File: config.mk
export PLATFORM = sky130hd
export DESIGN_NAME = ps2_host_top
export DESIGN_NICKNAME = d
export VERILOG_FILES = /design/src/source/ps2_pkg.sv /design/src/source/ps2_chan_if.sv /design/src/source/ps2_line_filter.sv /design/src/source/ps2_port.sv /design/src/source/ps2_wb_regs.sv /design/src/source/ps2_rx_arbiter.sv /design/src/source/ps2_host_top.sv
export VERILOG_INCLUDE_DIRS = /design/src /design/src/include
export SDC_FILE = /design/constraint.sdc
export NUM_CORES = 1
export LEC_CHECK = 0
export BUFFER_PORTS_ARGS = -buffer_cell sky130_fd_sc_hd__clkbuf_2
export CAP_MARGIN = 40
export CORE_ASPECT_RATIO = 1.25
export CORE_MARGIN = 1.5
export CORE_UTILIZATION = 53
export CTS_CLUSTER_SIZE = 30
export DETAILED_ROUTE_END_ITERATION = 7
export PLACE_DENSITY = 0.78
export SLEW_MARGIN = 25
export SYNTH_ARGS = -nofsm -noshare
export SYNTH_HDL_FRONTEND = slang
export SYNTH_HIERARCHICAL = 1
export SYNTH_SLANG_ARGS = --single-unit
File: constraint.sdc
create_clock -name clk -period 2.5 [get_ports clk]
set_input_delay 0.125 -clock clk [delete_from_list [all_inputs] [get_ports clk]]
set_output_delay 0.125 -clock clk [all_outputs]
set_load 0.02 [all_outputs]
File: src/include/ps2_defines.svh
`ifndef PS2_DEFINES_SVH
`define PS2_DEFINES_SVH

// ========================================
// port count and port index width
// ========================================
`define PS2_NUM_PORTS 2
`define PS2_PORT_W 1

// equal clock samples before the filtered level flips
`define PS2_FILTER_LEN 8

// host hold time on the clock line before request-to-send
`define PS2_INHIBIT_CYCLES 64

// wishbone word offsets
`define PS2_REG_CMD 2'd0
`define PS2_REG_STATUS 2'd1
`define PS2_REG_RXDATA 2'd2

`endif

File: src/source/ps2_pkg.sv
`default_nettype none

`include "ps2_defines.svh"

package ps2_pkg;

   // data byte on the ps2 wire
   typedef logic [7:0] ps2_byte_t;
   // index of one port
   typedef logic [`PS2_PORT_W-1:0] ps2_port_idx_t;

   // wishbone data and word address
   typedef logic [31:0] wb_data_t;
   typedef logic [1:0] wb_adr_t;

   // receiver FSM
   typedef enum logic [1:0] {RX_IDLE, RX_DATA, RX_PARITY, RX_STOP} ps2_rx_state_t;

   // transmitter FSM, inhibit and request come before the bits
   typedef enum logic [2:0] {
      TX_IDLE, TX_INHIBIT, TX_REQUEST, TX_DATA, TX_PARITY, TX_STOP, TX_ACK
   } ps2_tx_state_t;

endpackage

`default_nettype wire

File: src/source/ps2_chan_if.sv
`timescale 1ns/10ps
`default_nettype none

interface ps2_chan_if
   import ps2_pkg::*;
();

   // command path, register block to port
   ps2_byte_t cmd_byte;
   logic      cmd_valid;
   logic      tx_busy;

   // receive path, port to arbiter
   ps2_byte_t rx_byte;
   logic      rx_err;
   logic      rx_valid;
   logic      rx_ack;

   modport regs (output cmd_byte, output cmd_valid, input tx_busy);

   modport port (
      input  cmd_byte, input cmd_valid, output tx_busy,
      output rx_byte, output rx_err, output rx_valid, input rx_ack
   );

   modport arb (input rx_byte, input rx_err, input rx_valid, output rx_ack);

endinterface

`default_nettype wire

File: src/source/ps2_line_filter.sv
`timescale 1ns/10ps
`default_nettype none

`include "ps2_defines.svh"

module ps2_line_filter (
   input  logic clk,
   input  logic rst,
   input  logic line_in,
   output logic filtered,
   output logic fall_tick
);

   // newest sample enters at the top
   logic [`PS2_FILTER_LEN-1:0] filt_q;

   always_ff @(posedge clk or posedge rst)
   begin
      if (rst)
      begin
         // idle line is high
         filt_q   <= '1;
         filtered <= 1'b1;
      end
      else
      begin
         filt_q <= {line_in, filt_q[`PS2_FILTER_LEN-1:1]};
         // level changes only on a full run of equal samples
         if (&filt_q)
            filtered <= 1'b1;
         else if (~|filt_q)
            filtered <= 1'b0;
      end
   end

   // high in the cycle before filtered drops
   assign fall_tick = filtered & ~|filt_q;

endmodule

`default_nettype wire

File: src/source/ps2_port.sv
`timescale 1ns/10ps
`default_nettype none

`include "ps2_defines.svh"

module ps2_port
   import ps2_pkg::*;
(
   input  logic     clk,
   input  logic     rst,
   input  logic     ps2_clk_in,
   input  logic     ps2_dat_in,
   output logic     ps2_clk_oe,
   output logic     ps2_dat_oe,
   ps2_chan_if.port chan
);

   logic          clk_filt;
   logic          fall_tick;
   logic [1:0]    dat_sync;
   logic          dat_s;
   logic          tx_busy;
   logic          stop_take;
   // receive side
   ps2_rx_state_t rx_state;
   logic [2:0]    rx_cnt;
   ps2_byte_t     rx_shift;
   logic          rx_par;
   logic          rx_valid;
   ps2_byte_t     rx_byte;
   logic          rx_err;
   // transmit side
   ps2_tx_state_t tx_state;
   logic [$clog2(`PS2_INHIBIT_CYCLES)-1:0] inh_cnt;
   logic [2:0]    tx_cnt;
   ps2_byte_t     tx_shift;
   logic          tx_par;
   logic          tx_acked;

   ps2_line_filter i_clk_filter (
      .clk       (clk),
      .rst       (rst),
      .line_in   (ps2_clk_in),
      .filtered  (clk_filt),
      .fall_tick (fall_tick)
   );

   // data line into the clock domain
   always_ff @(posedge clk or posedge rst)
   begin
      if (rst)
         dat_sync <= 2'b11;
      else
         dat_sync <= {dat_sync[0], ps2_dat_in};
   end
   assign dat_s = dat_sync[1];

   // ========================================
   // receiver
   // ========================================
   // stop bit seen with the slot free
   assign stop_take = fall_tick && !tx_busy && (rx_state == RX_STOP) && !rx_valid;

   always_ff @(posedge clk or posedge rst)
   begin
      if (rst)
      begin
         rx_state <= RX_IDLE;
         rx_cnt   <= '0;
         rx_valid <= 1'b0;
      end
      else
      begin
         // arbiter took the byte
         if (chan.rx_ack)
            rx_valid <= 1'b0;
         if (stop_take)
            rx_valid <= 1'b1;
         // receiver parked while a command goes out
         if (tx_busy)
            rx_state <= RX_IDLE;
         else if (fall_tick)
         begin
            case (rx_state)
               RX_IDLE:
               begin
                  // low start bit
                  if (!dat_s)
                  begin
                     rx_cnt   <= '0;
                     rx_state <= RX_DATA;
                  end
               end
               RX_DATA:
               begin
                  rx_cnt <= rx_cnt + 3'd1;
                  if (rx_cnt == 3'd7)
                     rx_state <= RX_PARITY;
               end
               RX_PARITY:
                  rx_state <= RX_STOP;
               default:
                  rx_state <= RX_IDLE;
            endcase
         end
      end
   end

   always_ff @(posedge clk)
   begin
      // lsb first, shift down
      if (fall_tick && !tx_busy && (rx_state == RX_DATA))
         rx_shift <= {dat_s, rx_shift[7:1]};
      if (fall_tick && !tx_busy && (rx_state == RX_PARITY))
         rx_par <= dat_s;
      if (stop_take)
      begin
         rx_byte <= rx_shift;
         // odd parity over data and parity bit
         rx_err  <= ~^{rx_shift, rx_par};
      end
   end

   // ========================================
   // transmitter
   // ========================================
   always_ff @(posedge clk or posedge rst)
   begin
      if (rst)
      begin
         tx_state   <= TX_IDLE;
         inh_cnt    <= '0;
         tx_cnt     <= '0;
         tx_acked   <= 1'b0;
         ps2_clk_oe <= 1'b0;
         ps2_dat_oe <= 1'b0;
      end
      else
      begin
         case (tx_state)
            TX_IDLE:
            begin
               if (chan.cmd_valid)
               begin
                  // pull clock low to inhibit the device
                  ps2_clk_oe <= 1'b1;
                  inh_cnt    <= '0;
                  tx_state   <= TX_INHIBIT;
               end
            end
            TX_INHIBIT:
            begin
               inh_cnt <= inh_cnt + 1'b1;
               if (inh_cnt == $bits(inh_cnt)'(`PS2_INHIBIT_CYCLES - 1))
               begin
                  // request to send, start bit low and clock released
                  ps2_clk_oe <= 1'b0;
                  ps2_dat_oe <= 1'b1;
                  tx_state   <= TX_REQUEST;
               end
            end
            TX_REQUEST:
            begin
               // first device clock, bit 0 goes out
               if (fall_tick)
               begin
                  ps2_dat_oe <= ~tx_shift[0];
                  tx_cnt     <= 3'd1;
                  tx_state   <= TX_DATA;
               end
            end
            TX_DATA:
            begin
               if (fall_tick)
               begin
                  ps2_dat_oe <= ~tx_shift[0];
                  tx_cnt     <= tx_cnt + 3'd1;
                  if (tx_cnt == 3'd7)
                     tx_state <= TX_PARITY;
               end
            end
            TX_PARITY:
            begin
               if (fall_tick)
               begin
                  ps2_dat_oe <= ~tx_par;
                  tx_state   <= TX_STOP;
               end
            end
            TX_STOP:
            begin
               // stop bit is the released line
               if (fall_tick)
               begin
                  ps2_dat_oe <= 1'b0;
                  tx_state   <= TX_ACK;
               end
            end
            TX_ACK:
            begin
               // device pulls data low for the ack
               if (fall_tick && !dat_s)
                  tx_acked <= 1'b1;
               // done once the device lets both lines go
               if (tx_acked && clk_filt && dat_s)
               begin
                  tx_acked <= 1'b0;
                  tx_state <= TX_IDLE;
               end
            end
            default:
               tx_state <= TX_IDLE;
         endcase
      end
   end

   always_ff @(posedge clk)
   begin
      if ((tx_state == TX_IDLE) && chan.cmd_valid)
      begin
         tx_shift <= chan.cmd_byte;
         tx_par   <= ~^chan.cmd_byte;
      end
      else if (fall_tick && ((tx_state == TX_REQUEST) || (tx_state == TX_DATA)))
         tx_shift <= {1'b0, tx_shift[7:1]};
   end

   assign tx_busy       = (tx_state != TX_IDLE);
   assign chan.tx_busy  = tx_busy;
   assign chan.rx_valid = rx_valid;
   assign chan.rx_byte  = rx_byte;
   assign chan.rx_err   = rx_err;

endmodule

`default_nettype wire

File: src/source/ps2_wb_regs.sv
`timescale 1ns/10ps
`default_nettype none

`include "ps2_defines.svh"

module ps2_wb_regs
   import ps2_pkg::*;
(
   input  logic          clk,
   input  logic          rst,
   input  logic          cyc,
   input  logic          stb,
   input  logic          we,
   input  wb_adr_t       adr,
   input  wb_data_t      dat_w,
   output wb_data_t      dat_r,
   output logic          ack,
   ps2_chan_if.regs      chan [`PS2_NUM_PORTS],
   input  logic          hold_valid,
   input  logic          hold_err,
   input  ps2_byte_t     hold_byte,
   input  ps2_port_idx_t hold_port,
   output logic          pop
);

   logic [`PS2_NUM_PORTS-1:0] busy_vec;
   logic [`PS2_NUM_PORTS-1:0] cmd_valid_q;
   ps2_byte_t                 cmd_byte_q;
   logic                      req;
   logic                      wr_cmd;
   logic                      rd_rx;
   wb_data_t                  rd_word;

   // new classic cycle, not yet acknowledged
   assign req    = cyc && stb && !ack;
   assign wr_cmd = req && we && (adr == `PS2_REG_CMD);
   assign rd_rx  = req && !we && (adr == `PS2_REG_RXDATA);

   for (genvar i = 0; i < `PS2_NUM_PORTS; i++)
   begin : g_chan
      assign busy_vec[i]       = chan[i].tx_busy;
      assign chan[i].cmd_valid = cmd_valid_q[i];
      assign chan[i].cmd_byte  = cmd_byte_q;
   end

   // ========================================
   // read word
   // ========================================
   always_comb
   begin
      rd_word = '0;
      case (adr)
         `PS2_REG_STATUS:
         begin
            rd_word[0]                     = hold_valid;
            rd_word[8 +: `PS2_NUM_PORTS]   = busy_vec;
         end
         `PS2_REG_RXDATA:
         begin
            // empty register reads as all zero
            if (hold_valid)
            begin
               rd_word[7:0]                = hold_byte;
               rd_word[8 +: `PS2_PORT_W]   = hold_port;
               rd_word[16]                 = hold_err;
               rd_word[31]                 = 1'b1;
            end
         end
         default:
            rd_word = '0;
      endcase
   end

   // ========================================
   // ack, pop and command strobes
   // ========================================
   always_ff @(posedge clk or posedge rst)
   begin
      if (rst)
      begin
         ack         <= 1'b0;
         pop         <= 1'b0;
         cmd_valid_q <= '0;
      end
      else
      begin
         ack <= req;
         // pop only what was actually returned
         pop <= rd_rx && hold_valid;
         for (int p = 0; p < `PS2_NUM_PORTS; p++)
         begin
            // busy port drops the command silently
            cmd_valid_q[p] <= wr_cmd && (dat_w[15:8] == 8'(p)) && !busy_vec[p];
         end
      end
   end

   always_ff @(posedge clk)
   begin
      if (wr_cmd)
         cmd_byte_q <= dat_w[7:0];
      if (req && !we)
         dat_r <= rd_word;
   end

endmodule

`default_nettype wire

File: src/source/ps2_rx_arbiter.sv
`timescale 1ns/10ps
`default_nettype none

`include "ps2_defines.svh"

module ps2_rx_arbiter
   import ps2_pkg::*;
(
   input  logic          clk,
   input  logic          rst,
   ps2_chan_if.arb       chan [`PS2_NUM_PORTS],
   input  logic          pop,
   output logic          hold_valid,
   output logic          hold_err,
   output ps2_byte_t     hold_byte,
   output ps2_port_idx_t hold_port
);

   ps2_port_idx_t             ptr;
   logic [`PS2_NUM_PORTS-1:0] valid_vec;
   logic [`PS2_NUM_PORTS-1:0] err_vec;
   logic [`PS2_NUM_PORTS-1:0] ack_vec;
   ps2_byte_t                 byte_arr [`PS2_NUM_PORTS];
   logic                      take;

   for (genvar i = 0; i < `PS2_NUM_PORTS; i++)
   begin : g_chan
      assign valid_vec[i]   = chan[i].rx_valid;
      assign err_vec[i]     = chan[i].rx_err;
      assign byte_arr[i]    = chan[i].rx_byte;
      assign chan[i].rx_ack = ack_vec[i];
   end

   // one port looked at per clock, only into an empty holder
   assign take = !hold_valid && valid_vec[ptr];

   always_comb
   begin
      ack_vec      = '0;
      ack_vec[ptr] = take;
   end

   always_ff @(posedge clk or posedge rst)
   begin
      if (rst)
      begin
         ptr        <= '0;
         hold_valid <= 1'b0;
      end
      else
      begin
         // pointer walks every clock
         if (ptr == ps2_port_idx_t'(`PS2_NUM_PORTS - 1))
            ptr <= '0;
         else
            ptr <= ptr + 1'b1;
         if (take)
            hold_valid <= 1'b1;
         else if (pop)
            hold_valid <= 1'b0;
      end
   end

   always_ff @(posedge clk)
   begin
      if (take)
      begin
         hold_byte <= byte_arr[ptr];
         hold_port <= ptr;
         hold_err  <= err_vec[ptr];
      end
   end

endmodule

`default_nettype wire

File: src/source/ps2_host_top.sv
`timescale 1ns/10ps
`default_nettype none

`include "ps2_defines.svh"

module ps2_host_top
   import ps2_pkg::*;
(
   input  logic                      clk,
   input  logic                      rst,
   input  logic                      cyc,
   input  logic                      stb,
   input  logic                      we,
   input  wb_adr_t                   adr,
   input  wb_data_t                  dat_w,
   output wb_data_t                  dat_r,
   output logic                      ack,
   input  logic [`PS2_NUM_PORTS-1:0] ps2_clk_in,
   input  logic [`PS2_NUM_PORTS-1:0] ps2_dat_in,
   output logic [`PS2_NUM_PORTS-1:0] ps2_clk_oe,
   output logic [`PS2_NUM_PORTS-1:0] ps2_dat_oe
);

   // holding register to register block
   logic          hold_valid;
   logic          hold_err;
   ps2_byte_t     hold_byte;
   ps2_port_idx_t hold_port;
   logic          pop;

   // one channel bundle per port
   ps2_chan_if chan [`PS2_NUM_PORTS] ();

   // ========================================
   // ports
   // ========================================
   for (genvar i = 0; i < `PS2_NUM_PORTS; i++)
   begin : g_port
      ps2_port i_port (
         .clk        (clk),
         .rst        (rst),
         .ps2_clk_in (ps2_clk_in[i]),
         .ps2_dat_in (ps2_dat_in[i]),
         .ps2_clk_oe (ps2_clk_oe[i]),
         .ps2_dat_oe (ps2_dat_oe[i]),
         .chan       (chan[i])
      );
   end

   ps2_wb_regs i_regs (
      .clk        (clk),
      .rst        (rst),
      .cyc        (cyc),
      .stb        (stb),
      .we         (we),
      .adr        (adr),
      .dat_w      (dat_w),
      .dat_r      (dat_r),
      .ack        (ack),
      .chan       (chan),
      .hold_valid (hold_valid),
      .hold_err   (hold_err),
      .hold_byte  (hold_byte),
      .hold_port  (hold_port),
      .pop        (pop)
   );

   ps2_rx_arbiter i_arb (
      .clk        (clk),
      .rst        (rst),
      .chan       (chan),
      .pop        (pop),
      .hold_valid (hold_valid),
      .hold_err   (hold_err),
      .hold_byte  (hold_byte),
      .hold_port  (hold_port)
   );

endmodule

`default_nettype wire

==> impl_metrics.json <==
{
  "status": "finished, final reports clean",
  "synth_area_leader_cell": "edfxtp_1",
  "cp_max_fo": 10,
  "peakVddDrop_uv": 398,
  "min_path_type": "input pin to flop",
  "place_congestion": 0.782,
  "grt_usage_pct": 19.0,
  "antenna_found_initial": 0,
  "drt_pre_antenna_iters": 5,
  "syn_to_final_growth_pct": 15.2,
  "numCtsBuffers": 17,
  "max_slew_margin_pct": 51.8,
  "rr_endpoint": "g_port[0].i_port/rx_shift[4]",
  "h-tree-depth": 4,
  "nNetsFinal": 671,
  "synth_top_area_share_pct": 35.1,
  "synthMostInstantiatedCell": "edfxtp_1",
  "netlist_top_cells_count": "edfxtp_1 (84), dfrtp_1 (48), nand2_1 (34)",
  "ios": 80,
  "routedWlPerCell_um": 16.1,
  "synth.area.top_cells": "edfxtp_1 (35%), dfrtp_1 (17%), dfstp_2 (8.0%)",
  "hp-start": "dat_w[10]",
  "synth_edf_count": 84,
  "insertion_delay_ns": 0.42,
  "crit_path_max_incr_delay_ns": 0.45,
  "port_buffers": 43,
  "routed_wl_um": 12700,
  "die_w_um": 107,
  "grt_pass1_vias": 4348,
  "async_reset_ff_share_pct": 45.5,
  "r2r-start": "g_port[0].i_port/i_clk_filter/filt_q[1]",
  "top_layer_used": "met4",
  "placementRows": 47,
  "diodes": 0,
  "ys_seq_area_share_pct": 59.9,
  "clock_path_buffers": 2,
  "clock_sinks": 154,
  "crit_family": "simple AND/OR/NAND/NOR gates",
  "start_util_pct": 54.3,
  "drt_iter0_drc": 294,
  "cp-start-kind": "flop",
  "ys_ff_latch": 154,
  "grt_max_degree": 23,
  "crit_chain": "nor4_2, and3_1, nor4b_4, and2_1",
  "viasPerCell": 5.53,
  "fin_crit_sh_pct": 93.9,
  "syn_inst": 538,
  "tightest_slew_ns": 0.718,
  "finalMaxSlewViolations": 0,
  "critPathKind": "flop to flop",
  "wl_met3_um": 592,
  "dieArea_um2": 14300,
  "max_cap_viol_count": 0,
  "tritoncts": "done",
  "synthFlopType": "edfxtp_1",
  "met1Wirelength_um": 5200,
  "postRouteAntennaNets": 0,
  "reg2reg_depth": 4,
  "vias": 4368,
  "fp.dieH_um": 133,
  "yosys_warnings": 6,
  "hpwl_um": 8680,
  "powerDensity_nw_per_um2": 669,
  "ys_types": 61,
  "r2r_slack_ns": 0.15,
  "fill_cells": 975,
  "cp_slowest_cell": "and2_1",
  "hold_path_end": "i_regs/cmd_valid_q[0]",
  "cts-root-buf": "clkbuf_16",
  "fin_worst_skew_ns": 0.0101,
  "met2WireLength_um": 6600,
  "period_minus_slack_ns": 2.35,
  "arrival_ns": 2.41,
  "grt_pass1_wl_um": 20900,
  "cts_resized": 0,
  "grt_remaining_overflow": 0,
  "fmax_ghz": 0.426,
  "hold_viol": 0,
  "cp_data_required_time_ns": 2.56,
  "netlist_area_um2": 7180,
  "p_total_w": 0.00554,
  "rsz0062_at_grt": "false",
  "drive_gt1_share_pct": 23.7,
  "path_buf_inv": 0,
  "syn_area_per_cell_um2": 13.4,
  "layout.area.seq_um2": 4300,
  "multi_input_area_um2": 2510,
  "clk_pin_slew_ns": 0.06,
  "drcViolationCount": 0,
  "leakage_nw": 3.45,
  "fin_tns_setup_ns": 0,
  "coreArea_um2": 13200,
  "setup_violations": 0,
  "end_kind": "flop",
  "hold_path_depth": 3
}
-- where the power goes --
part | switching [W] | leakage, nW | total, W | internal [W]
clock network | 0.00101 | 0.290 | 0.00262 | 0.00161
logic | 0.000103 | 1.50 | 0.000170 | 0.0000674
registers | 0.0000317 | 1.66 | 0.00275 | 0.00271
total | 0.00114 | 3.45 | 0.00554 | 0.00439
-- cell type report --
cell class | instances | share of cell area [%]
Sequential cell | 154 | 52.0
Multi-Input combinational cell | 327 | 30.3
Tap cell | 171 | 2.59
Inverter | 29 | 1.32
Clock inverter | 12 | 1.95
Timing Repair Buffer | 77 | 6.49
Clock buffer | 20 | 5.40
-- worst max-delay path by stage --
stage / from / end / slack [ns] / cells past startpoint
finish: g_port[0].i_port/i_clk_filter/filt_q[1] / g_port[0].i_port/rx_shift[4] / 0.15 / 4
global route: g_port[0].i_port/i_clk_filter/filt_q[1] / g_port[0].i_port/rx_shift[4] / 0.04 / 4
CTS: g_port[0].i_port/i_clk_filter/filt_q[1] / g_port[0].i_port/rx_shift[4] / 0.16 / 4
detailed placement: g_port[0].i_port/i_clk_filter/filt_q[1] / g_port[0].i_port/rx_shift[5] / 0.21 / 4
global placement: g_port[0].i_port/i_clk_filter/filt_q[1] / g_port[0].i_port/rx_shift[3] / 0.28 / 4
floorplan: g_port[1].i_port/i_clk_filter/filt_q[7] / g_port[1].i_port/chan.rx_byte[0] / 0.22 / 6
-- timing repair --
action | CTS | global route
setup buffers | 0 | 0
endpoints found under the hold margin | 39 | 0
hold buffers | 17 | 0
-- state kept, by name, indices dropped and copies added, names as in the netlist, 4 cells and up --
register / flops
g_port.i_port/chan.rx_byte: 16
g_port.i_port/i_clk_filter/filt_q: 16
g_port.i_port/rx_shift: 16
g_port.i_port/tx_shift: 16
g_port.i_port/inh_cnt: 12
i_regs/dat_r: 12
i_arb/hold_byte: 8
i_regs/chan.cmd_byte: 8
g_port.i_port/rx_cnt: 6
g_port.i_port/tx_cnt: 6
g_port.i_port/tx_state: 6
g_port.i_port/dat_sync: 4
g_port.i_port/rx_state: 4
-- through the flow --
step           util, %  hold WS (ns)  instance area [µm²]  setup slack (ns)  instances
6_report          62.5        0.0454                 8280             0.152        790
5_1_grt           62.5        0.0267                 8280            0.0391        790
4_1_cts           62.5        0.0136                 8280             0.157        790
3_5_place_dp      56.7         0.104                 7500             0.212        741
3_3_place_gp      56.4        0.0982                 7460             0.278        739
2_1_floorplan        -        -0.134                 7260             0.224        557
-- placed cells by master, fill, tap and decap left out, types with 20 or more instances in the layout --
cell type,instances
edfxtp_1,84
dfrtp_1,48
clkbuf_2,43
nand2_1,34
inv_1,29
xnor2_1,24
ha_1,22
dfstp_2,22
conb_1,20
-- logic make-up (layout without fill, tap and decap cells) --
kind of cell / Yosys count / after routing / synth area share, %
AO/OA/AOI/OAI: 68 / 68 / 6.37
XOR/XNOR: 34 / 34 / 4.53
adder cells (fa/ha/maj): 22 / 22 / 3.83
buffers and inverters: 76 / 138 / 6.23
flip-flops: 154 / 154 / 59.9
multiplexers: 38 / 38 / 6.62
other: 1 / 20 / 0.0522
AND/OR/NAND/NOR: 145 / 145 / 12.5
-- worst min-delay path, stage by stage --
cell      delay, ns
clkbuf_2       0.07
or3_1          0.15
nor4_1         0.07
-- per-layer routing --
| metal | global-route usage [%] | vias up |
|---|---|---|
| li1 | - | 2041 |
| met1 | 23.4 | 2145 |
| met2 | 31.8 | 150 |
| met3 | 4.35 | 32 |
| met4 | 8.22 | 0 |
| met5 | 0 | - |
(Power assumes the default switching activity.)
